**config.mk**
```make
export PLATFORM = sky130hd
export DESIGN_NAME = uart_rx
export DESIGN_NICKNAME = d
export VERILOG_FILES = /design/src/uart_mem_pkg.sv /design/src/uart_rx.sv
export SDC_FILE = /design/constraint.sdc
export NUM_CORES = 1
export LEC_CHECK = 0
export BUFFER_PORTS_ARGS = -buffer_cell sky130_fd_sc_hd__buf_2
export CAP_MARGIN = 20
export CORE_UTILIZATION = 28
export DETAILED_ROUTE_END_ITERATION = 7
export PLACE_DENSITY = 0.55
export RECOVER_POWER = 25
export SETUP_SLACK_MARGIN = 0.5
export SYNTH_ARGS = -nofsm -noshare
export SYNTH_HDL_FRONTEND = slang
export SYNTH_SLANG_ARGS = --single-unit
```
**constraint.sdc**
```tcl
create_clock -name clk -period 4.35 [get_ports clk]
set_clock_uncertainty 0.05 [all_clocks]
set_input_delay 0.87 -clock clk [delete_from_list [all_inputs] [get_ports clk]]
set_output_delay 0.87 -clock clk [all_outputs]
set_load 0.05 [all_outputs]
```
**src/uart_mem_pkg.sv**
```systemverilog
package uart_mem_pkg;

	////////////////////////////////////////////////////////////
	// Sizes
	////////////////////////////////////////////////////////////

	// Serial bit period in clock cycles
	localparam int CLKS_PER_BIT = 16;
	localparam int BAUD_CW = $clog2(CLKS_PER_BIT);

	localparam int MEM_BYTES = 2048;
	localparam int MEM_AW = 11;

	// Longest payload is a write: data, address, mask
	localparam int MAX_PAYLOAD = 9;
	localparam int PAYLOAD_W = MAX_PAYLOAD * 8;

	typedef logic [4:0] msg_len_t;

	localparam msg_len_t READ_LEN = 5'd5;
	localparam msg_len_t REPLY_LEN = 5'd4;

	typedef logic [31:0] data_word_t;
	typedef logic [3:0] byte_mask_t;

	////////////////////////////////////////////////////////////
	// Opcodes and states
	////////////////////////////////////////////////////////////

	typedef enum logic {
		MEM_READ,
		MEM_WRITE
	} mem_op_t;

	typedef enum logic [1:0] {
		RX_IDLE,
		RX_START,
		RX_DATA,
		RX_STOP
	} rx_state_t;

	typedef enum logic [1:0] {
		TX_IDLE,
		TX_START,
		TX_DATA,
		TX_STOP
	} tx_state_t;

	typedef enum logic [1:0] {
		FR_HEADER,
		FR_PAYLOAD,
		FR_HOLD
	} frame_state_t;

	////////////////////////////////////////////////////////////
	// Messages
	////////////////////////////////////////////////////////////

	// Payload byte 0 sits in bits 7:0
	typedef struct packed {
		logic chan;
		msg_len_t len;
		logic [PAYLOAD_W-1:0] payload;
	} msg_t;

	typedef struct packed {
		mem_op_t op;
		logic [31:0] addr;
		data_word_t wdata;
		byte_mask_t mask;
	} mem_req_t;

endpackage

```
**src/uart_rx.sv**
```systemverilog
`timescale 1ns/1ps

module uart_rx import uart_mem_pkg::*; (
	input logic clk,
	input logic rst,
	input logic rx,
	output logic [7:0] rx_byte,
	output logic rx_valid
);

	rx_state_t state;
	logic rx_s1;
	logic rx_s2;
	logic [BAUD_CW-1:0] baud_cnt;
	logic [2:0] bit_idx;
	logic [7:0] shift;
	logic bit_end;

	// Line idles high, so the synchronizer resets to one
	always_ff @(posedge clk or posedge rst) begin
		if (rst) begin
			rx_s1 <= 1'b1;
			rx_s2 <= 1'b1;
		end else begin
			rx_s1 <= rx;
			rx_s2 <= rx_s1;
		end
	end

	// Mid-bit point of a data or stop bit
	assign bit_end = (baud_cnt == BAUD_CW'(CLKS_PER_BIT - 1));

	always_ff @(posedge clk or posedge rst) begin
		if (rst) begin
			state <= RX_IDLE;
			baud_cnt <= '0;
			bit_idx <= '0;
			rx_valid <= 1'b0;
		end else begin
			rx_valid <= 1'b0;
			case (state)
				RX_IDLE: begin
					baud_cnt <= '0;
					if (!rx_s2)
						state <= RX_START;
				end
				RX_START: begin
					// Recheck at half a bit to reject glitches
					if (baud_cnt == BAUD_CW'(CLKS_PER_BIT / 2 - 1)) begin
						baud_cnt <= '0;
						bit_idx <= '0;
						state <= rx_s2 ? RX_IDLE : RX_DATA;
					end else begin
						baud_cnt <= baud_cnt + 1'b1;
					end
				end
				RX_DATA: begin
					if (bit_end) begin
						baud_cnt <= '0;
						bit_idx <= bit_idx + 1'b1;
						if (bit_idx == 3'd7)
							state <= RX_STOP;
					end else begin
						baud_cnt <= baud_cnt + 1'b1;
					end
				end
				RX_STOP: begin
					if (bit_end) begin
						state <= RX_IDLE;
						rx_valid <= rx_s2;  // bad stop bit drops the byte
					end else begin
						baud_cnt <= baud_cnt + 1'b1;
					end
				end
				default: state <= RX_IDLE;
			endcase
		end
	end

	// LSB arrives first, shift in from the top
	always_ff @(posedge clk) begin
		if (state == RX_DATA && bit_end)
			shift <= {rx_s2, shift[7:1]};
		if (state == RX_STOP && bit_end && rx_s2)
			rx_byte <= shift;
	end

endmodule

```
Yosys cells after proc, flatten, opt, wreduce, memory -nomap -nowiden
Index checks and enable logic that the tools add are counted.
{"block": "word_totals", "register_bits": 28, "out_inout_bits": 9}
{"block": "op_classes", "addsub": 2, "n_eq_ne": 12, "mux": 16, "reduce_logical": 7}
{"operator": "$pmux W4 S4", "n": 1}
{"operator": "$mux W2", "n": 6}
{"operator": "$mux W4", "n": 3}
{"operator": "$ne A2 B2 Y1 const B", "n": 6}
{"operator": "$pmux W2 S4", "n": 1}
{"operator": "$mux W3", "n": 2}
{"operator": "$pmux W3 S2", "n": 1}
{"operator": "$reduce_and A5 Y1", "n": 1}
{"operator": "$add A4 B1 Y4 const B", "n": 1}
{"operator": "$eq A2 B2 Y1 const B", "n": 2}
{"operator": "$eq A4 B3 Y1 const B", "n": 1}
{"operator": "$eq A4 B4 Y1 const B", "n": 1}
{"operator": "$add A3 B1 Y3 const B", "n": 1}
{"operator": "$eq A3 B3 Y1 const B", "n": 1}
{"operator": "$logic_and A1 B1 Y1", "n": 3}
{"operator": "$reduce_and A3 Y1", "n": 1}
{"operator": "$eq A2 B1 Y1 const B", "n": 1}
{"operator": "$logic_not A2 Y1", "n": 1}
{"operator": "$mux W1", "n": 2}
{"operator": "$reduce_bool A2 Y1", "n": 1}

Depth between registers and ports, before layout
{"block": "logic_depth", "depth_word": 4, "depth_mapped": 5, "ltp_nobuf": 5}

Worst setup path after synthesis
Ideal clock, no wire load.
{"block": "synth_timing", "path_type": "flip-flop to flip-flop", "start": "register baud_cnt[0]", "end": "register rx_byte[0], enable pin", "t_arrival_ns": 1.430, "path_slack_ns": 2.487, "path_stages_with_launch": 4, "period_less_slack_ns": 1.863, "cell_sequence": "dfrtp_1 ha_1 nand3_1 nor3_1"}
{"block": "synth_via", "elab_chain_len": 3}
{"element": "from (decl)", "line_no": "uart_rx.sv:14", "rtl": "logic [BAUD_CW-1:0] baud_cnt;"}
{"element": "from (signal assigned)", "line_no": "uart_rx.sv:54", "rtl": "baud_cnt <= baud_cnt + 1'b1;"}
{"element": "from (signal assigned)", "line_no": "uart_rx.sv:64", "rtl": "baud_cnt <= baud_cnt + 1'b1;"}
{"element": "from (signal assigned)", "line_no": "uart_rx.sv:72", "rtl": "baud_cnt <= baud_cnt + 1'b1;"}
{"element": "$eq A4 B4 Y1", "line_no": "uart_rx.sv:31", "rtl": "assign bit_end = (baud_cnt == BAUD_CW'(CLKS_PER_BIT - 1));"}
{"element": "$logic_and A1 B1 Y1 (2 in series)", "line_no": "uart_rx.sv:84", "rtl": "if (state == RX_STOP && bit_end && rx_s2)"}
{"element": "to (signal assigned)", "line_no": "uart_rx.sv:85", "rtl": "rx_byte <= shift;"}
{"element": "to (decl)", "line_no": "uart_rx.sv:7", "rtl": "output logic [7:0] rx_byte,"}
Every way passes these cells.
A chain may end at the register's enable or synchronous reset.

Final worst setup path
{"block": "layout_timing", "start": "register rx_valid", "end": "output port rx_valid"}
{"element": "from (decl)", "line_no": "uart_rx.sv:8", "rtl": "output logic rx_valid"}
{"element": "from (signal assigned)", "line_no": "uart_rx.sv:70", "rtl": "rx_valid <= rx_s2;"}
No word-level cell between the ends.

==> parameters.txt <==
Parameter                              Value

STA
  Setup repair after global routing missed its margin ... no
  Worst setup slack after layout ... 2.55 ns
  Worst Max-Slew Pin Slew ... 0.463 ns
  Setup TNS ... 0 ns
  Post-route minimum period ... 1.80 ns
  Number of pins with negative max-slew slack in the final report ... 0
  Period utilization ... 0.415
  Number of failing hold endpoints at the final stage ... 0
  Max frequency ... 554 MHz
  Total setup violations reported at the end of the flow ... 0
  Worst max-slew margin expressed relative to the limit ... 0.691

Logic synthesis
  Share of synthesized registers carrying an async set or reset ... 0.429
  Post-synth net total ... 90
  Number of flops mapped to enable cells by yosys ... 16
  Mean instance size in the synthesized netlist ... 13.3 sq um
  Post-Syn Area ... 1120 sq um
  Fraction of the yosys area taken by sequential cells ... 0.702
  Main synth FF type ... edfxtp_1
  #FFs+latches synth ... 28
  Count of yosys warnings during synthesis ... 0
  Unique cell type count in the Yosys netlist ... 23
  Mapped Cells ... 84

Finish
  Area of all placed cells without fillers ... 1280 sq um
  Synth-to-layout area growth ... 14.7%
  Layout cells sized above 1 ... 0.237
  Post-layout utilization of the core ... 0.342
  Most used cells in the layout excluding fill and tap cells ... edfxtp_1 (16), buf_2 (11), a21oi_1 (10), dfrtp_1 (10), nor2_1 (6)
  Filler Cells Inserted ... 383
  Most common cell after layout, fill and taps aside ... edfxtp_1
  Nets@finish ... 104
  Final antenna diode count ... 0

Critical path
  Critical Path Fanout Max ... 1
  Critical R2R Launch ... baud_cnt[0]$_DFFE_PP0P_
  Crit. End Element ... primary output
  Start point of the critical path ... rx_valid$_DFF_PP0_
  CP Cell Sequence ... buf_2
  Largest delay share family, worst path ... flip-flops
  Peak per-stage delay on the critical path ... 0.35 ns
  Highest-delay cell along the critical path ... dfrtp_1
  Setup CP Type ... register to primary output
  Sort of element at the start of the critical path ... register
  Data required time at the worst endpoint ... 3.43 ns
  Arrival time reported for the critical path endpoint ... 0.88 ns
  Buf/Inv on CP ... 1

Clock tree
  Number of buffers inserted during clock tree synthesis ... 3
  H-tree levels ... 1
  Clock-pin transition on the worst setup and hold timing paths ... 0.09 ns
  Maximum root-to-sink buffer count ... 2
  Post-CTS setup repair buffer count ... 0
  Clock latency on the worst-skew pair ... 0.27 ns
  CTS resizes ... 0
  Clock Sink Count ... 28
  Clock tree from TritonCTS ... done
  Clock Tree Root ... clkbuf_8
  Hold-fix buffers at CTS ... 0

Detailed routing
  Detailed Route WL ... 1750 um
  Post-route DRC ... 0
  Pre-antenna DRT Iters ... 4
  Via count ... 686
  Average wire per standard cell ... 12.1 um
  Via/cell ratio ... 4.73
  Initial drt markers ... 20
  Post-detailed-route count of antenna-violating nets ... 0

Run
  Max Cap Viol ... 0

Status
  Run status ... finished clean

Power
  Worst-case vdd ir drop ... 0.340 mV
  Power per Cell Area ... 597 nW/um^2
  Leakage component of the power ... 0.515 nW

Floorplan
  Placeable Area ... 3740 sq um
  Initial Utilization ... 0.298
  Area of the die ... 4240 sq um
  Top-level port count ... 12
  Site row count ... 22
  Width of the die ... 65.1 um
  Y dimension of the die ... 65.1 um

GRT
  Initial antenna violation count ... 0
  Overall routing resource usage ... 0.0941
  Global-route wire length before repair ... 2950 um
  Via count of the first global-routing pass ... 615
  Congestion Overflow GR ... 0
  Maximum number of pins on one net before global-route repair ... 17

Placed design
  Post-placement worst setup slack ... 2.16 ns
  Final Wtd Congestion ... 0.792
  HPWL reported at the end of detailed placement ... 1250 um
  Post-placement cell area ... 1200 sq um
  Port-buffer cells ... 11

Min path
  Hold Path Class ... register to register
  HP Start ... rx_s1$_DFF_PP1_
## path summary, 6_finish.rpt
| check | to | slack, ns | cells after the start |
|---|---|---|---|
| max | rx_valid | 2.55 | 1 |
| max reg2reg | shift[7]$_DFFE_PP_ | 2.62 | 4 |
| max in group asynchronous | rx_s2$_DFF_PP1_ | 3.37 | 2 |
| min reg2reg | rx_s2$_DFF_PP1_ | 0.31 | 0 |
| min | rx_s2$_DFF_PP1_ | 0.31 | 0 |
| min in group asynchronous | bit_idx[0]$_DFFE_PP0P_ | 0.53 | 2 |
## report_power, final
| group | switching (W) | internal (W) | leakage, nW | total [W] |
|---|---|---|---|---|
| clock network | 0.0000784 | 0.000123 | 0.0357 | 0.000202 |
| logic | 0.000112 | 0.0000800 | 0.191 | 0.000192 |
| registers | 0.0000539 | 0.000317 | 0.288 | 0.000371 |
## metrics by stage
| step | hold WS (ns) | power, W | instances |
|---|---|---|---|
| 6_report | 0.310 | 0.000764 | 145 |
| 5_1_grt | 0.313 | 0.000820 | 145 |
| 4_1_cts | 0.311 | 0.000772 | 144 |
| 3_5_place_dp | 0.298 | 0.000569 | 140 |
| 3_3_place_gp | 0.298 | 0.000556 | 140 |
| 2_1_floorplan | 0.295 | 0.000543 | 84 |
## area by class of cell
| cell class | instances | area [sq um] | share of cell area |
|---|---|---|---|
| Tap cell | 48 | 60.1 | 0.0469 |
| Sequential cell | 28 | 783 | 0.612 |
| Inverter | 5 | 18.8 | 0.0147 |
| Timing Repair Buffer | 12 | 62.6 | 0.0489 |
| Clock inverter | 1 | 30.0 | 0.0235 |
| Multi-Input combinational cell | 48 | 284 | 0.222 |
| Clock buffer | 3 | 41.3 | 0.0323 |
## state kept, by name, indices dropped and copies added (netlist names), named ones only
register,cells
state,1
shift,8
baud_cnt,4
rx_byte,8
rx_s2,1
rx_valid,1
bit_idx,3
rx_s1,1
## Yosys cell counts (3+ instances only)
cell | n | area [sq um]
o22ai_1 | 4 | 25.0
nand3_1 | 4 | 20.0
o21ai_0 | 3 | 15.0
ha_1 | 3 | 37.5
edfxtp_1 | 16 | 480
nor3_1 | 4 | 20.0
nand2_1 | 5 | 18.8
nor2_1 | 6 | 22.5
dfrtp_1 | 10 | 250
a21oi_1 | 10 | 50.1
inv_1 | 4 | 15.0
## layer usage
layer / part of all wire / global-route usage / routed length (um)
met1: 0.47 / 0.130 / 817
met2: 0.47 / 0.142 / 822
met3: 0.058 / 0.0365 / 101
met4: 0.0046 / 0.0163 / 8
met5: 0 / 0 / 0
## worst reg2reg max path, cell delays in order (launching register included)
cell and delay (ns):
dfrtp_1 0.41, ha_1 0.27, and3_2 0.25, nand3_1 0.13, inv_1 0.30
## cells by family (layout without fill, tap and decap cells)
group,after synthesis,count (layout),share of synthesized area
fa+ha+maj,3,3,0.0336
compound gates,23,23,0.126
flops,28,28,0.702
simple gates,22,22,0.0953
buf+inv,8,21,0.0437
Note: power is estimated with default switching activity, not from simulation.
