--- config.mk ---
export PLATFORM = sky130hd
export DESIGN_NAME = chan_framer
export DESIGN_NICKNAME = d
export VERILOG_FILES = /design/src/uart_mem_pkg.sv /design/src/chan_framer.sv
export SDC_FILE = /design/constraint.sdc
export NUM_CORES = 1
export LEC_CHECK = 0
export ABC_AREA = 1
export BUFFER_PORTS_ARGS = -buffer_cell sky130_fd_sc_hd__buf_2
export CAP_MARGIN = 20
export CORE_MARGIN = 2
export CORE_UTILIZATION = 55
export CTS_CLUSTER_SIZE = 40
export DETAILED_ROUTE_END_ITERATION = 8
export PLACE_DENSITY_LB_ADDON = 0.15
export SYNTH_ARGS = -nofsm -noshare
export SYNTH_HDL_FRONTEND = slang
export SYNTH_SLANG_ARGS = --single-unit
--- constraint.sdc ---
create_clock -name clk -period 9.3 [get_ports clk]
set_clock_uncertainty 0.2 [all_clocks]
set_input_delay 0 -clock clk [delete_from_list [all_inputs] [get_ports clk]]
set_output_delay 0 -clock clk [all_outputs]
set_load 0.05 [all_outputs]
--- src/uart_mem_pkg.sv ---
package uart_mem_pkg;

	////////////////////////////////////////////////////////////
	// Sizes
	////////////////////////////////////////////////////////////

	// Serial bit period in clock cycles
	localparam int CLKS_PER_BIT = 16;
	localparam int BAUD_CW = $clog2(CLKS_PER_BIT);

	localparam int MEM_BYTES = 2048;
	localparam int MEM_AW = 11;

	// Longest payload is a write: data, address, mask
	localparam int MAX_PAYLOAD = 9;
	localparam int PAYLOAD_W = MAX_PAYLOAD * 8;

	typedef logic [4:0] msg_len_t;

	localparam msg_len_t READ_LEN = 5'd5;
	localparam msg_len_t REPLY_LEN = 5'd4;

	typedef logic [31:0] data_word_t;
	typedef logic [3:0] byte_mask_t;

	////////////////////////////////////////////////////////////
	// Opcodes and states
	////////////////////////////////////////////////////////////

	typedef enum logic {
		MEM_READ,
		MEM_WRITE
	} mem_op_t;

	typedef enum logic [1:0] {
		RX_IDLE,
		RX_START,
		RX_DATA,
		RX_STOP
	} rx_state_t;

	typedef enum logic [1:0] {
		TX_IDLE,
		TX_START,
		TX_DATA,
		TX_STOP
	} tx_state_t;

	typedef enum logic [1:0] {
		FR_HEADER,
		FR_PAYLOAD,
		FR_HOLD
	} frame_state_t;

	////////////////////////////////////////////////////////////
	// Messages
	////////////////////////////////////////////////////////////

	// Payload byte 0 sits in bits 7:0
	typedef struct packed {
		logic chan;
		msg_len_t len;
		logic [PAYLOAD_W-1:0] payload;
	} msg_t;

	typedef struct packed {
		mem_op_t op;
		logic [31:0] addr;
		data_word_t wdata;
		byte_mask_t mask;
	} mem_req_t;

endpackage

--- src/chan_framer.sv ---
`timescale 1ns/1ps

module chan_framer import uart_mem_pkg::*; (
	input logic clk,
	input logic rst,
	input logic [7:0] rx_byte,
	input logic rx_valid,
	output msg_t req_msg,
	output logic req_valid,
	input logic req_ready,
	input msg_t reply_msg,
	input logic reply_valid,
	output logic reply_ready,
	output logic [7:0] tx_data,
	output logic tx_valid,
	input logic tx_ready
);

	////////////////////////////////////////////////////////////
	// Receive side
	////////////////////////////////////////////////////////////

	frame_state_t state;
	msg_t rx_msg;
	msg_len_t rx_idx;

	assign req_msg = rx_msg;
	assign req_valid = (state == FR_HOLD);

	always_ff @(posedge clk or posedge rst) begin
		if (rst) begin
			state <= FR_HEADER;
			rx_msg <= '0;
			rx_idx <= '0;
		end else begin
			case (state)
				FR_HEADER: begin
					// Empty messages are skipped
					if (rx_valid && rx_byte[4:0] != 5'd0) begin
						rx_msg.chan <= rx_byte[7];
						rx_msg.len <= rx_byte[4:0];
						rx_msg.payload <= '0;
						rx_idx <= '0;
						state <= FR_PAYLOAD;
					end
				end
				FR_PAYLOAD: begin
					if (rx_valid) begin
						// Bytes past the ninth are counted but not kept
						if (rx_idx < msg_len_t'(MAX_PAYLOAD))
							rx_msg.payload[rx_idx*8 +: 8] <= rx_byte;
						rx_idx <= rx_idx + 1'b1;
						if (rx_idx == rx_msg.len - 1'b1)
							state <= rx_msg.chan ? FR_HEADER : FR_HOLD;
					end
				end
				FR_HOLD: begin
					if (req_ready)
						state <= FR_HEADER;
				end
				default: state <= FR_HEADER;
			endcase
		end
	end

	////////////////////////////////////////////////////////////
	// Transmit side
	////////////////////////////////////////////////////////////

	logic tx_busy;
	msg_len_t tx_idx;
	msg_len_t tx_len;
	logic [7:0] tx_hdr;
	logic [PAYLOAD_W-1:0] tx_pay;
	logic tx_fire;

	assign reply_ready = !tx_busy;
	assign tx_valid = tx_busy;
	assign tx_fire = tx_valid && tx_ready;

	// Index 0 is the header, payload follows from the low byte
	assign tx_data = (tx_idx == 5'd0) ? tx_hdr : tx_pay[7:0];

	always_ff @(posedge clk or posedge rst) begin
		if (rst) begin
			tx_busy <= 1'b0;
			tx_idx <= '0;
		end else if (reply_valid && reply_ready) begin
			tx_busy <= 1'b1;
			tx_idx <= '0;
		end else if (tx_fire) begin
			tx_idx <= tx_idx + 1'b1;
			if (tx_idx == tx_len)
				tx_busy <= 1'b0;
		end
	end

	always_ff @(posedge clk) begin
		if (reply_valid && reply_ready) begin
			tx_hdr <= {reply_msg.chan, 2'b00, reply_msg.len};
			tx_len <= reply_msg.len;
			tx_pay <= reply_msg.payload;
		end else if (tx_fire && tx_idx != 5'd0) begin
			tx_pay <= tx_pay >> 8;
		end
	end

endmodule

Word-level counts from Yosys, hierarchy flattened. Index checks and enable logic that the tools add are counted. Widths: inputs -> output; s select.

Memory bits (read-only): 0. Logic and storage cells: 66. Flip-flop bits (word level): 174. Latch bits: 0. Memory bits (writable): 0. Memories: 0. Output and inout port bits: 89.

$lt $le $gt $ge: 1. Bitwise operators: 0. Reductions and logical operators: 18. Muxes and demuxes: 22. Multipliers: 0. Div/mod/pow operators: 0. Add/subtract/negate cells: 4. Shift-type cells: 2. Equality and inequality tests: 9.

Operator list (number): $mux 72 (5); $pmux 72 s2 (1); $bwmux 72 (1); $shift 8x34->72 const A (1); $shiftx 8x34->72 (1); $neg 8->34 (1); $mux 5 (4); $add 5x1->5 const B (2); $eq 5x5->1 (2); $mux 2 (5); $pmux 5 s2 (1); $reduce_bool 5->1 (2); $mux 8 (1); $ne 2x2->1 const B (4); $reduce_and 4->1 (2); $reduce_bool 2->1 (4); $pmux 2 s3 (1); $logic_not 5->1 (1); $lt 5x4->1 const B (1); $sub 5x1->5 const B (1); $logic_and 1x1->1 (4); $reduce_and 2->1 (2); $mux 1 (3); $reduce_and 3->1 (1); other kinds (5) (5).

Longest topological paths before layout.
Word-level depth: 6. Gate-level depth with buffers: 15. Depth with buffers taken out: 13.

Worst setup path after synthesis. No wires, ideal clock.

Path kind: register to register. From: register tx_busy, in the netlist tx_valid. To: register tx_pay[0] (enable). Arrival: 6.053 ns. Stages on the path, launching flop included: 3. Data required time: 8.499 ns. Setup time: 0.601 ns. Period minus slack after synthesis: 6.854 ns. Slack: 2.446 ns. Path buffers: 0. Cell sequence: dfrtp_1 > nand2_1 > o21ai_0.

Word-level cells in the longest chain between the ends: 3.

Ends and longest elaborated chain: start, declared (RTL line chan_framer.sv:70) `logic tx_busy;`; start signal, assigned (RTL line chan_framer.sv:86) `tx_busy <= 1'b0;`; start signal, assigned (RTL line chan_framer.sv:89) `tx_busy <= 1'b1;`; start signal, assigned (RTL line chan_framer.sv:94) `tx_busy <= 1'b0;`; $logic_not 1->1 / $logic_and 1x1->1 (equally long branches) (RTL line chan_framer.sv:77, chan_framer.sv:79); $logic_and 1x1->1, on equally long branches (RTL line chan_framer.sv:99, chan_framer.sv:103); $reduce_bool 2->1 (no line) *; end signal, assigned (RTL line chan_framer.sv:102) `tx_pay <= reply_msg.payload;`; end signal, assigned (RTL line chan_framer.sv:104) `tx_pay <= tx_pay >> 8;`; end, declared (RTL line chan_framer.sv:74) `logic [PAYLOAD_W-1:0] tx_pay;`.

Mark *: on every way between the ends. The rest lies on a longest branch, timed or not. A chain may end at the register's enable or synchronous reset.

Worst setup path in the final report.
From: register rx_idx[0]. To: register rx_msg, in the netlist req_msg[5].

Word-level cells in the longest chain between the ends: 6.

Ends and longest elaborated chain: start, declared (RTL line chan_framer.sv:25) `msg_len_t rx_idx;`; start signal, assigned (RTL line chan_framer.sv:52) `rx_idx <= rx_idx + 1'b1;`; $neg 8->34 (RTL line chan_framer.sv:51) `rx_msg.payload[rx_idx*8 +: 8] <= rx_byte;`; $shiftx 8x34->72 / $shift 8x34->72 (equally long branches) (RTL line chan_framer.sv:51); $bwmux 72 (RTL line chan_framer.sv:51); $mux 72 (RTL line chan_framer.sv:50) `if (rx_idx < msg_len_t'(MAX_PAYLOAD))`; $mux 72 (RTL line chan_framer.sv:48) `if (rx_valid) begin`; $pmux 72 s2 (RTL line chan_framer.sv:36) `case (state)`; end, declared (RTL line chan_framer.sv:24) `msg_t rx_msg;`.

Several ways; a longest one is shown, not always the timed one. The select of a mux whose other input is x is not followed.

==> impl_results.md <==
* Slew at the pin closest to its max-slew limit at between 0.8 and 0.9 ns
* CTS max path bufs at 2
* Fin Setup TNS at 0 ns
* Num CTS Buffers at 17
* Die area at between 15000 and 20000 sq um
* Via/cell ratio at 5.202
* First-pass GRT wire length at 34580 um
* Hold slack at -0.01639 ns
* Crit share post-route at a little under a third
* Filler cells at a little over 1000
* RR Endpoint: req_msg[5]
* Die height at between 100 and 150 um
* Share of the synthesized area in the top cell type at around 28%
* Reg2Reg Launch Point: rx_idx[0]
* Seq pwr share at 37.4%
* Vias in the first global route at approximately 7000
* Warnings, synthesis at 0
* Power density cells at 267.7 nW/um^2
* CTS Sinks at 169
* Reg2Reg Setup Slack at about 6.4 ns
* Largest net degree at the start of global routing at 82
* Critical-path top delay cell: dfrtp_1
* Worst Path Max Fanout at 14
* Syn_nets at approximately 1100
* Most frequent cells in the layout: nand2_1 (419), buf_2 (180), dlygate4sd3_1 (92)
* Ant diodes at 0
* Leading cell type in the layout, fill and taps excluded: nand2_1
* Peak VDD IR at between 0.00015 and 0.0002 V
* Post-synth EDFFs at between 70 and 80
* R2R cell count at 13
* Worst path arrival time at between 3 and 4 ns
* Core Region at between 10000 and 15000 sq um
* Slew Limit Headroom at between 40% and 50%
* Routed via count at between 7000 and 8000
* Fmax at about 0.34 GHz
* Logic gate share of total power at 39.0%
* Crit path cell chain: inv_2 -> ha_1 -> nand2_2 -> nor2_1 -> ha_1 -> inv_1 -> nand2_1 -> nor2_4 -> nand4_4 -> nand2_4 -> nand2_4 -> nand2_1 -> nand2_1
* Final Wtd Congestion at 0.8813
* Ports at roughly 180
* Yosys top cell by area: edfxtp_1
* #FFs+latches synth at approximately 170
* Psw at between 0.001 and 0.0015 W
* Kind of capture point of the worst setup path: flip-flop
* Area of the mapped netlist at 8223 sq um
* CTS tree: done
* Share of layout cells above drive strength 1 at between 20% and 30%
* Worst EP required at around 9.4 ns
* Clock Power Share at between 20% and 30%
* Mapped Cells at 967
* Cell Int Power at 0.001645 W
* RSZ-0062 raised after global routing: false
* Failing checks: hold timing
* Clock slew at reported path FFs at 0.07 ns
* Mean post-synth cell area at about 8.5 sq um
* Hold_buf cts at 92
* Dpl hpwl at between 10000 and 15000 um
* Drt drc at 0
* CP Launch Point: rx_idx[0]
* Root Driver: clkbuf_16
* Main flop type after synthesis: dfrtp_1
* Final design utilization at roughly three quarters
* Worst skew pair latency at 0.43 ns
* Post-CTS Setup Bufs at 0
* Startpoint types: flip-flop
* GR Overflow Total at 0
* CP most frequent cell: nand2_1
* Distinct cell type count after synthesis at 32
* Htree depth at 4
* Final ANT Viol Nets at 0
* Lkg Pwr at 5.638 nW
* Post-synthesis sequential area ratio at ~56%
* CP top delay family: simple AND/OR/NAND/NOR gates
* Final Slew Violations at 0
* Setup Viol. Count Final at 0
* Post-CTS Resized at 0
* Critical path class: reg2reg
* Status: complete, but fails checks
* Die Wd at 126.3 um
* WL/cell at 15.16 um
* Starting Density at between 50 and 60%
* First DRT Iteration DRCs at 908
* Row count at 44
* Initial DRT Pass Iterations at 6
* Post-synth ARST share at a little over half
* WL final at about 22000 um
* GRT Util Overall at 27.51%
* Tmin final at ~2.9 ns
* Port bufs at between 150 and 200
* CP bufs+invs at 2
* Synth area leaders: edfxtp_1 (28%), dfrtp_1 (28%), nand2_1 (19%)
* Synth-to-Final Area Change at 30.11%
* MaxCap Viol Count at 0
* Nets at between 1000 and 1500
* Initial antenna violation count at 0
* Hold Path Class: in2async
* Final Hold Vio Count at 30
* Critical Path Max Stage Delay at approximately 0.59 ns
* Sw Share at a little over two fifths
worst min-delay path, stage by stage:
cell and delay, ns:
dlygate4sd3_1 0.53, buf_2 0.12, clkinv_2 0.44
routing by layer:
metal  global-route usage, %  vias to the layer above  wire length (um)
met3                   6.457                       32              1588
met4                   9.114                        0               364
met2                   44.24                      316             10460
met5                       0                        -                 0
met1                   37.21                     3415              9158
li1                        -                     3640                 -
final cells by class:
class | instances | area, sq um | share of cell area, %
Sequential cell | 169 | 4619 | 43.18
Multi-Input combinational cell | 686 | 3151 | 29.45
Timing Repair Buffer | 276 | 1852 | 17.31
Clock buffer | 18 | 429.2 | 4.011
Inverter | 76 | 291.5 | 2.725
Tap cell | 184 | 230.2 | 2.152
Clock inverter | 14 | 126.4 | 1.181
per-stage QoR:
stage | setup slack [ns] | cell area (sq um) | std cells | total power, W
2_1_floorplan | 2.446 | 8223 | 967 | 0.001956
3_3_place_gp | 6.500 | 9223 | 1299 | 0.002113
3_5_place_dp | 6.414 | 9223 | 1299 | 0.002142
4_1_cts | 6.386 | 10700 | 1423 | 0.002849
5_1_grt | 6.151 | 10700 | 1423 | 0.003029
6_report | 6.358 | 10700 | 1423 | 0.002864
worst max-delay path by stage:
stage / endpoint / slack, ns / cells after the start
after detailed placement: req_msg[3] / 6.41 / 13
after global placement: req_msg[5] / 6.50 / 13
final: req_msg[5] / 6.36 / 13
after global routing: req_msg[2] / 6.15 / 13
after floorplan: tx_pay[0] / 2.45 / 2
after CTS: req_msg[3] / 6.39 / 13
power groups by stage:
| stage | Clock (W) | Combinational [W] | Sequential (W) |
|---|---|---|---|
| after floorplan | 0 | 0.000818 | 0.00114 |
| after global placement | 0 | 0.00104 | 0.00107 |
| after detailed placement | 0 | 0.00106 | 0.00108 |
| after CTS | 0.000679 | 0.00110 | 0.00107 |
| after global routing | 0.000715 | 0.00123 | 0.00109 |
| final | 0.000677 | 0.00112 | 0.00107 |
cells by family (layout without fill, tap and decap cells):
| family | count (synthesis) | count (layout) | share of synthesized area, % |
|---|---|---|---|
| AO/OA/AOI/OAI | 34 | 34 | 2.404 |
| XOR/XNOR | 2 | 2 | 0.2131 |
| adder cells (fa/ha/maj) | 9 | 9 | 1.369 |
| buffers and inverters | 112 | 384 | 5.736 |
| flip-flops | 169 | 169 | 56.18 |
| AND/OR/NAND/NOR | 641 | 641 | 34.10 |
cells in the mapped netlist, types with 4 or more instances:
cell / instances
a21oi_1: 8
buf_1: 5
buf_2: 10
clkbuf_1: 16
dfrtp_1: 91
edfxtp_1: 78
ha_1: 9
inv_1: 70
inv_2: 4
nand2_1: 419
nand2_2: 10
nand2_4: 7
nand3_1: 60
nand4_1: 47
nor2_1: 70
nor2_4: 8
nor3_1: 13
o21ai_0: 18
o22ai_1: 4
registers in the layout, indices dropped and copies added (netlist names):
register / count
tx_pay: 72
req_msg: 78
tx_len: 4
rx_idx: 5
state: 2
tx_hdr: 2
tx_idx: 5
tx_valid: 1
No activity file was read; power rests on OpenSTA's default activity.
