### src/uart_mem_pkg.sv
package uart_mem_pkg;

	////////////////////////////////////////////////////////////
	// Sizes
	////////////////////////////////////////////////////////////

	// Serial bit period in clock cycles
	localparam int CLKS_PER_BIT = 16;
	localparam int BAUD_CW = $clog2(CLKS_PER_BIT);

	localparam int MEM_BYTES = 2048;
	localparam int MEM_AW = 11;

	// Longest payload is a write: data, address, mask
	localparam int MAX_PAYLOAD = 9;
	localparam int PAYLOAD_W = MAX_PAYLOAD * 8;

	typedef logic [4:0] msg_len_t;

	localparam msg_len_t READ_LEN = 5'd5;
	localparam msg_len_t REPLY_LEN = 5'd4;

	typedef logic [31:0] data_word_t;
	typedef logic [3:0] byte_mask_t;

	////////////////////////////////////////////////////////////
	// Opcodes and states
	////////////////////////////////////////////////////////////

	typedef enum logic {
		MEM_READ,
		MEM_WRITE
	} mem_op_t;

	typedef enum logic [1:0] {
		RX_IDLE,
		RX_START,
		RX_DATA,
		RX_STOP
	} rx_state_t;

	typedef enum logic [1:0] {
		TX_IDLE,
		TX_START,
		TX_DATA,
		TX_STOP
	} tx_state_t;

	typedef enum logic [1:0] {
		FR_HEADER,
		FR_PAYLOAD,
		FR_HOLD
	} frame_state_t;

	////////////////////////////////////////////////////////////
	// Messages
	////////////////////////////////////////////////////////////

	// Payload byte 0 sits in bits 7:0
	typedef struct packed {
		logic chan;
		msg_len_t len;
		logic [PAYLOAD_W-1:0] payload;
	} msg_t;

	typedef struct packed {
		mem_op_t op;
		logic [31:0] addr;
		data_word_t wdata;
		byte_mask_t mask;
	} mem_req_t;

endpackage

### src/uart_tx.sv
`timescale 1ns/1ps

module uart_tx import uart_mem_pkg::*; (
	input logic clk,
	input logic rst,
	input logic [7:0] tx_data,
	input logic tx_valid,
	output logic tx_ready,
	output logic tx
);

	tx_state_t state;
	logic [BAUD_CW-1:0] baud_cnt;
	logic [2:0] bit_idx;
	logic [7:0] data_q;
	logic bit_end;

	assign tx_ready = (state == TX_IDLE);
	assign bit_end = (baud_cnt == BAUD_CW'(CLKS_PER_BIT - 1));

	always_ff @(posedge clk or posedge rst) begin
		if (rst) begin
			state <= TX_IDLE;
			baud_cnt <= '0;
			bit_idx <= '0;
			tx <= 1'b1;
		end else begin
			baud_cnt <= bit_end ? '0 : baud_cnt + 1'b1;
			case (state)
				TX_IDLE: begin
					baud_cnt <= '0;
					if (tx_valid) begin
						state <= TX_START;
						tx <= 1'b0;
					end
				end
				TX_START: begin
					if (bit_end) begin
						state <= TX_DATA;
						bit_idx <= '0;
						tx <= data_q[0];
					end
				end
				TX_DATA: begin
					if (bit_end) begin
						if (bit_idx == 3'd7) begin
							state <= TX_STOP;
							tx <= 1'b1;
						end else begin
							bit_idx <= bit_idx + 1'b1;
							tx <= data_q[bit_idx + 3'd1];
						end
					end
				end
				TX_STOP: begin
					if (bit_end)
						state <= TX_IDLE;
				end
				default: state <= TX_IDLE;
			endcase
		end
	end

	always_ff @(posedge clk) begin
		if (tx_valid && tx_ready)
			data_q <= tx_data;
	end

endmodule
### config.mk
export PLATFORM = sky130hd
export DESIGN_NAME = uart_tx
export DESIGN_NICKNAME = d
export VERILOG_FILES = /design/src/uart_mem_pkg.sv /design/src/uart_tx.sv
export SDC_FILE = /design/constraint.sdc
export NUM_CORES = 1
export LEC_CHECK = 0
export BUFFER_PORTS_ARGS = -buffer_cell sky130_fd_sc_hd__buf_4
export CAP_MARGIN = 20
export CELL_PAD_IN_SITES_DETAIL_PLACEMENT = 1
export CELL_PAD_IN_SITES_GLOBAL_PLACEMENT = 2
export CORE_MARGIN = 4
export CORE_UTILIZATION = 40
export CTS_CLUSTER_DIAMETER = 120
export DETAILED_ROUTE_END_ITERATION = 12
export GPL_TIMING_DRIVEN = 0
export PLACE_DENSITY = 0.85
export SLEW_MARGIN = 10
export SYNTH_ARGS = -nofsm -noshare
export SYNTH_HDL_FRONTEND = slang
export SYNTH_SLANG_ARGS = --single-unit
### constraint.sdc
create_clock -name clk -period 2.8 [get_ports clk]
set_input_delay 0.14 -clock clk [delete_from_list [all_inputs] [get_ports clk]]
set_output_delay 0.14 -clock clk [all_outputs]
set_load 0.005 [all_outputs]
======== Word-level counts from Yosys, hierarchy flattened ========
Cells that the tools add are included.
storage, ports and cells
  flip-flop bits (word level) ............. 18
  input bits .............................. 11
  output and inout bits ................... 2
  logic and storage cells ................. 45
operators by class
  $add $sub $neg .......................... 2
  magnitude comparators ................... 1
  equality and inequality tests ........... 11
  mux-type cells .......................... 19
  reduce and logical (&&, ||, !) cells .... 7
operators by type and width
  kind                   number
  $ne A2 B2 Y1 const B   6
  $mux W2                5
  $mux W3                3
  $mux W4                2
  $pmux W2 S4            1
  $reduce_and A4 Y1      2
  $pmux W3 S2            1
  $mux W1                5
  $reduce_and A5 Y1      1
  $add A4 B1 Y4 const B  1
  $eq A2 B2 Y1 const B   2
  $eq A4 B4 Y1 const B   1
  $lt A3 B4 Y1 const B   1
  $add A3 B1 Y3 const B  1
  $bmux W1 S3            1
  $eq A3 B3 Y1 const B   1
  $pmux W1 S3            1
  $reduce_bool A3 Y1     1
  $eq A2 B1 Y1 const B   1
  $logic_not A2 Y1       1
  $reduce_bool A2 Y1     1
  $logic_and A1 B1 Y1    1

======== Longest topological paths before layout ========
Gate-level depths: netlist (run 1).
  depth in word-level cells ............... 6
  gate-level depth with buffers ........... 6
  gate-level depth less buffers ........... 6

======== Worst setup path before layout (run 1) ========
No wires, ideal clock.
  path type ............................... register to register
  from .................................... register bit_idx[0]
  to ...................................... register tx
  library setup time ...................... 0.094 ns
  arrival ................................. 1.739 ns
  required time ........................... 2.706 ns
  slack ................................... 0.967 ns
  stages on the path, launching flop included .. 6
  buffers on the path ..................... 0
  period minus slack after synthesis ...... 1.833 ns
  cells stage by stage .................... dfrtp_1 > ha_1 > mux4_1 > mux2_2 > o211ai_2 > a31oi_1
on the way
  longest elaborated chain between the ends .. 6
  elaborated cells on any way between the ends .. 7
  those cells by class .................... add/sub: 1; eq/ne: 1; mux: 5
RTL lines
  element                        line           source
  start: declaration             uart_tx.sv:14  logic [2:0] bit_idx;
  start signal: assignment       uart_tx.sv:50  bit_idx <= bit_idx + 1'b1;
  $add A3 B1 Y3                  uart_tx.sv:51  tx <= data_q[bit_idx + 3'd1];
  $bmux W1 S3                    uart_tx.sv:51
  $mux W1 (implied by the code)  uart_tx.sv:51
  $mux W1 *                      uart_tx.sv:46  if (bit_idx == 3'd7) begin
  $mux W1 *                      uart_tx.sv:45  if (bit_end) begin
  $pmux W1 S3 *                  uart_tx.sv:29  case (state)
  end signal: assignment         uart_tx.sv:41  tx <= data_q[0];
  end signal: assignment         uart_tx.sv:51
  end: declaration               uart_tx.sv:9   output logic tx
Mark *: on every way between the ends. The rest lies on a longest branch, timed or not. The select of a mux whose other input is x is not followed.
A chain may end at the register's enable or synchronous reset.

======== Worst setup path after layout (run 1) ========
Same ends and word-level chain as after synthesis.

==> results of run 1 <==
==> layout by cell type (no fill, tap or decap) <==
master and count:
a21oi_1 3, nor2b_1 2, edfxtp_1 8, mux2i_1 1
clkbuf_4 3, mux2_1 1, o21bai_1 1, dfstp_2 1
o211ai_2 1, inv_1 4, mux2_2 2, dlygate4sd3_1 8
buf_4 12, nand3_1 2, dfrtp_1 9, nand4b_1 1
mux4_1 2, and2_1 1, nor3_1 1, a211oi_1 1
nand2_1 2, a31oi_1 1, clkinv_1 1, or2_1 1
ha_1 8, nor2_1 5, xnor2_1 1, o21ai_1 1
a22o_1 5, and3_1 1
==> critical path, stage by stage, from the launching register on <==
cell and delay [ns]:
dfrtp_1 0.45, ha_1 0.37, mux4_1 0.58, mux2_2 0.29, o211ai_2 0.15, a31oi_1 0.10
==> per-layer routing <==
metal / track usage / part of all wire / up-vias
met5: 0 / 0 / -
met4: 0.0972 / 0.020 / 0
met1: 0.201 / 0.45 / 287
li1: - / - / 296
met3: 0.0375 / 0.046 / 5
met2: 0.272 / 0.48 / 17
==> layout make-up <==
| cell class | count | area, sq um | area share |
|---|---|---|---|
| Sequential cell | 18 | 492 | 0.439 |
| Multi-Input combinational cell | 44 | 384 | 0.343 |
| Timing Repair Buffer | 20 | 170 | 0.152 |
| Tap cell | 27 | 33.8 | 0.0301 |
| Clock buffer | 3 | 22.5 | 0.0201 |
| Inverter | 4 | 15.0 | 0.0134 |
| Clock inverter | 1 | 3.75 | 0.00335 |
==> how the worst min path moves through the flow <==
stage | start | endpoint | slack, ns
6_report | tx_data[5] | data_q[5] | 0.02
5_1_grt | tx_data[5] | data_q[5] | 0.002
4_1_cts | tx_data[5] | data_q[5] | 0.004
3_5_place_dp | rst | bit_idx[1] | 0.16
3_3_place_gp | rst | bit_idx[2] | 0.16
2_1_floorplan | rst | baud_cnt[0] | -0.02
==> synth_stat cells <==
master	count
mux4_1	2
nand3_1	2
or2_1	1
a21oi_1	3
a211oi_1	1
o21ai_1	1
nor3_1	1
and3_1	1
a31oi_1	1
dfstp_2	1
inv_1	4
xnor2_1	1
edfxtp_1	8
a22o_1	5
nor2b_1	2
dfrtp_1	9
ha_1	8
nand4b_1	1
o21bai_1	1
nor2_1	5
nand2_1	2
o211ai_2	1
mux2i_1	1
mux2_2	2
and2_1	1
mux2_1	1
==> report_power, final <==
part / total, uW / switching (uW) / internal (uW)
clock: 140 / 87.9 / 52.1
sequential: 276 / 0 / 276
combinational: 22.8 / 6.86 / 16.0
==> cell families after synthesis <==
| logic type | share of synthesized area |
|---|---|
| mux | 0.108 |
| compound gates | 0.110 |
| flops | 0.552 |
| buf+inv | 0.0168 |
| fa+ha+maj | 0.112 |
| xor+xnor | 0.00983 |
| simple gates | 0.0913 |
==> registers in the layout (all words and copies together), names as in the netlist <==
| signal | count |
|---|---|
| data_q | 8 |
| baud_cnt | 4 |
| bit_idx | 3 |
| state | 2 |
| tx | 1 |
==> through the flow <==
step / hold WS, ns / instances / setup WS (ns) / cell area, sq um
floorplan: -0.0205 / 66 / 0.967 / 891
detailed placement: 0.163 / 105 / 0.785 / 1010
global placement: 0.156 / 105 / 0.857 / 1010
CTS: 0.00433 / 117 / 0.768 / 1120
global route: 0.00159 / 117 / 0.680 / 1120
finish: 0.0151 / 117 / 0.783 / 1120
==> what timing repair did <==
item | CTS | global route
setup endpoints to repair | 0 | 0
hold buffers | 8 | 0
hold endpoints to repair | 16 | 0
resized for setup | 0 | 0
==> flow_metrics.env, run 1 <==
export IMPL_drt_wl_total_um=1870
export IMPL_gr_total_overflow=0
export IMPL_nets=110
export IMPL_fillers=205
export IMPL_worstPathArrival_ns=2.24
export IMPL_h_tree_depth=1
export IMPL_num_antenna_cells=0
export IMPL_tightestPinTransition_ns=0.417
export IMPL_die_area_sq_um=3050
export IMPL_synth_top_area_share=0.270
export IMPL_worstReg2RegStart="bit_idx[0]"
export IMPL_crit_fanout=4
export IMPL_final_hold_viol_count=0
export IMPL_synth_top_area_cell="edfxtp_1"
export IMPL_synth_area_sq_um=891
export IMPL_die_w_um=55.2
export IMPL_die_h_um=55.2
export IMPL_ys_ff_latch=18
export IMPL_fin_crit_sh=0.720
export IMPL_min_path_cells=1
export IMPL_period_needed_ns=2.02
export IMPL_seq_area_frac_synth=0.552
export IMPL_ys_warn_count=0
export IMPL_antenna_left=0
export IMPL_cts_sinks=18
export IMPL_port_buffers=12
export IMPL_setup_viol=0
export IMPL_mappedNetlistNets=85
export IMPL_vias=605
export IMPL_critPathLaunchType="flip-flop"
export IMPL_worst_setup_path_end_kind="flip-flop"
export IMPL_initialDrtViolationCount=3
export IMPL_cts_root_buffer="clkbuf_4"
export IMPL_cts_setup_buffers=0
export IMPL_rows=16
export IMPL_synth_area_top_cells="edfxtp_1 27%, dfrtp_1 25%, ha_1 11%"
export IMPL_required_ns=3.03
export IMPL_crit_end="tx"
export IMPL_place_hpwl_um=1390
export IMPL_drc=0
export IMPL_viasPerCell=5.17
export IMPL_r2r_slack_ns=0.78
export IMPL_fin_skew_ns=0.00489
export IMPL_maxSlewHeadroom=0.721
export IMPL_p_per_area_nw_per_um2=391
export IMPL_drtPass1Iterations=2
export IMPL_hp_class="in2reg"
export IMPL_maxCapViolCount=0
export IMPL_cts_clk_slew_worst_paths_ns=0.11
export IMPL_routedWlPerCell_um=16.0
export IMPL_drive_gt1_frac=0.211
export IMPL_grt_usage=0.167
export IMPL_power_total_uw=439
export IMPL_ios=13
export IMPL_area_growth_pct=25.8
export IMPL_p_leak_uw=0.000475
export IMPL_maxSlewViolCount=0
export IMPL_grt_pass1_vias=709
export IMPL_syn_inst=66
export IMPL_grt_pass1_wl_um=3370
export IMPL_crit_start="bit_idx[0]"
export IMPL_max_clock_path_buffers=2
export IMPL_utilization=0.549
export IMPL_grt_max_degree=11
export IMPL_tns_ns=0
export IMPL_critPathKind="reg2reg"
export IMPL_globalplace_congestion=0.704
export IMPL_initial_utilization=0.436
export IMPL_r2r_end="tx"
export IMPL_cts_tree="done"
export IMPL_cts_buffers=3
export IMPL_outcome="completed"
export IMPL_rsz0062_at_grt="false"
export IMPL_synth_distinct_cells=26
export IMPL_r2r_cells=5
export IMPL_synth_area_per_cell_sq_um=13.5
export IMPL_antenna_found_initial=0
export IMPL_vdd_drop_max_mv=0.302
export IMPL_clock_latency_ns=0.30
export IMPL_fp_coreArea_sq_um=2040
export IMPL_fmax_mhz=496
No activity file was read; power rests on OpenSTA's default activity.
==> run 2, diff against run 1 <==
--- a/config.mk
+++ b/config.mk
@@ -5,16 +5,17 @@
 export SDC_FILE = /design/constraint.sdc
 export NUM_CORES = 1
 export LEC_CHECK = 0
+export ABC_AREA = 1
 export BUFFER_PORTS_ARGS = -buffer_cell sky130_fd_sc_hd__buf_4
 export CAP_MARGIN = 20
 export CELL_PAD_IN_SITES_DETAIL_PLACEMENT = 1
 export CELL_PAD_IN_SITES_GLOBAL_PLACEMENT = 2
 export CORE_MARGIN = 4
-export CORE_UTILIZATION = 40
+export CORE_UTILIZATION = 34
 export CTS_CLUSTER_DIAMETER = 120
 export DETAILED_ROUTE_END_ITERATION = 12
 export GPL_TIMING_DRIVEN = 0
-export PLACE_DENSITY = 0.85
+export PLACE_DENSITY = 0.81
 export SLEW_MARGIN = 10
 export SYNTH_ARGS = -nofsm -noshare
 export SYNTH_HDL_FRONTEND = slang
==> constraint.sdc (replaced) <==
create_clock -name clk -period 2 [get_ports clk]
set_input_delay 0.1 -clock clk [delete_from_list [all_inputs] [get_ports clk]]
set_output_delay 0.1 -clock clk [all_outputs]
set_load 0.005 [all_outputs]
==> run 2 against run 1 <==
Net effect: flip-flop and latch count stayed put; design area is 2.7% higher; critical path depth is 5 higher; hold slack better by 0.18 ns; power grew to 2.8 times the previous value; first-iteration DRC count is 100% higher; wire length is 6.0% higher; die area is 17% higher; clock power is 34% higher; combinational power grew to 23 times the previous value; largest power group unchanged; highest routed layer is now met3.
==> flow_metrics.env, run 2 <==
export IMPL_placed_area_sq_um=1030
export IMPL_drc=0
export IMPL_fillers=290
export IMPL_max_clock_path_buffers=2
export IMPL_synth_distinct_cells=20
export IMPL_asyncSetResetFlopFracSynth=0.556
export IMPL_die_h_um=59.7
export IMPL_worstPathArrival_ns=1.91
export IMPL_syn_inst=94
export IMPL_ys_warn_count=0
export IMPL_maxSlewViolCount=0
export IMPL_vias=691
export IMPL_hp_class="in2reg"
export IMPL_die_area_sq_um=3560
export IMPL_top_regs="data_q: 8 flops, baud_cnt: 4 flops, bit_idx: 3 flops"
export IMPL_rsz0062_at_grt="false"
export IMPL_crit_fanout=8
export IMPL_required_ns=2.23
export IMPL_grt_max_degree=11
export IMPL_drive_gt1_frac=0.235
export IMPL_gr_total_overflow=0
export IMPL_top_register="data_q"
export IMPL_viasPerCell=4.64
export IMPL_p_per_area_nw_per_um2=1070
export IMPL_finalNonFillerCells=149
export IMPL_vdd_drop_max_mv=0.734
export IMPL_area_growth_pct=26.9
export IMPL_synth_common_cells="21 x nand2_1, 12 x inv_1, 9 x dfrtp_1"
export IMPL_cts_tree="done"
export IMPL_nets=139
export IMPL_maxCapViolCount=0
export IMPL_fin_crit_sh=0.841
export IMPL_synth_area_per_cell_sq_um=9.65
export IMPL_place_hpwl_um=1460
export IMPL_ios=13
export IMPL_synth_top_area_cell="edfxtp_1"
export IMPL_fin_skew_ns=0.00508
export IMPL_p_leak_uw=0.000544
export IMPL_cpMostUsedCell="nand2_1"
export IMPL_initial_utilization=0.363
export IMPL_worst_setup_path_end_kind="flip-flop"
export IMPL_critPathLaunchType="flip-flop"
export IMPL_final_hold_viol_count=0
export IMPL_antenna_left=0
export IMPL_crit_slowest_cell="dfrtp_1"
export IMPL_period_needed_ns=1.68
export IMPL_placed_cells=136
export IMPL_grt_pass1_vias=748
export IMPL_fin_area_sq_um=1150
export IMPL_grt_usage=0.136
export IMPL_largest_reg_flops=8
export IMPL_port_buffers=12
export IMPL_outcome="completed"
export IMPL_tightestPinTransition_ns=0.439
export IMPL_r2r_slack_ns=0.32
export IMPL_cts_buffers=3
export IMPL_antenna_found_initial=0
export IMPL_synth_area_top_cells="edfxtp_1 26%, dfrtp_1 25%, ha_1 11%"
export IMPL_cpPeakStageDelay_ns=0.49
export IMPL_synthFlopType="dfrtp_1"
export IMPL_setup_viol=0
export IMPL_cts_clk_slew_worst_paths_ns=0.11
export IMPL_fmax_mhz=595
export IMPL_cts_root_buffer="clkbuf_4"
export IMPL_final_cell_mix="21 x nand2_1, 12 x inv_1, 12 x buf_4, 9 x dfrtp_1, 9 x dlygate4sd3_1"
export IMPL_grt_pass1_wl_um=3510
export IMPL_fp_coreArea_sq_um=2500
export IMPL_synth_edff_count=8
export IMPL_synth_area_sq_um=907
export IMPL_h_tree_depth=1
export IMPL_clock_latency_ns=0.29
export IMPL_drtPass1Iterations=2
export IMPL_crit_chain="ha_1 > ha_1 > inv_1 > nand3_1 > nand3_1 > nand3_1 > nand2_1 > nand2_1 > nand2_1 > nand2_1"
export IMPL_drt_wl_total_um=1980
export IMPL_die_w_um=59.7
export IMPL_critPathKind="reg2reg"
export IMPL_maxSlewHeadroom=0.707
export IMPL_cts_setup_buffers=0
export IMPL_globalplace_congestion=0.749
export IMPL_final_common_cell="nand2_1"
export IMPL_cts_sinks=18
export IMPL_rows=18
export IMPL_num_antenna_cells=0
export IMPL_synth_top_area_share=0.265
export IMPL_tns_ns=0
export IMPL_ys_ff_latch=18
export IMPL_initialDrtViolationCount=6
export IMPL_routedWlPerCell_um=13.3
export IMPL_synth_most_common_cell="nand2_1"
export IMPL_seq_area_frac_synth=0.542
export IMPL_mappedNetlistNets=113
[run 2: per-layer routing]
| metal | share of wire | global-route usage | up-vias | wire length, um |
|---|---|---|---|---|
| met2 | 0.55 | 0.256 | 7 | 1080 |
| met4 | 0 | 0.0285 | 0 | 0 |
| li1 | - | - | 352 | - |
| met5 | 0 | 0 | - | 0 |
| met1 | 0.44 | 0.162 | 332 | 864 |
| met3 | 0.019 | 0.0194 | 0 | 37 |
[run 2: logic make-up (layout without fill, tap and decap cells)]
group | count (synthesis) | after routing | synth area share
buf+inv | 17 | 42 | 0.0703
simple gates | 39 | 39 | 0.197
compound gates | 11 | 11 | 0.0703
xor+xnor | 1 | 1 | 0.00966
flops | 18 | 18 | 0.542
fa+ha+maj | 8 | 8 | 0.110
[run 2: cell type report]
cell class                 instances  area, sq um  area share
multi-input combinational         59          352       0.305
clock buffer                       3         22.5      0.0196
timing repair buffer              21          180       0.157
clock inverter                     1         3.75     0.00326
inverter                          17         63.8      0.0554
sequential                        18          492       0.427
tap                               30         37.5      0.0326
[run 2: through the flow]
step           power (uW)  hold slack, ns   util  worst slack (ns)
2_1_floorplan         904         -0.0605      -             0.533
3_3_place_gp         1020           0.123  0.414             0.340
3_5_place_dp         1050           0.128  0.414             0.335
4_1_cts              1250           0.193  0.460             0.305
5_1_grt              1350           0.231  0.460             0.150
6_report             1230           0.195  0.460             0.318
[run 2: path summary, 6_finish.rpt]
| check | from | to | depth (start not counted) |
|---|---|---|---|
| setup / recovery | bit_idx[0] | tx | 10 |
| hold / removal | tx_valid | tx | 6 |
| setup reg to reg | bit_idx[0] | tx | 10 |
| hold reg to reg | baud_cnt[0] | baud_cnt[0] | 1 |
| max in group asynchronous | rst | tx | 3 |
| min in group asynchronous | rst | bit_idx[2] | 3 |
[run 2: report_power, final]
part,switching (uW),internal [uW]
Sequential,46.4,485
Clock,115,72.5
Combinational,308,205
[run 2: what timing repair did]
action	in CTS	in global routing
endpoints found under the setup margin	0	0
hold endpoints to repair	17	0
resized for setup	0	0
hold buffers	9	0
[run 2: critical path: cells and delay by family, from the launching register on]
family | cells | cell delay [ns]
and+or+nand+nor | 7 | 0.47
DFF | 1 | 0.49
adders and majority gates | 2 | 0.55
buffers and inverters | 1 | 0.12
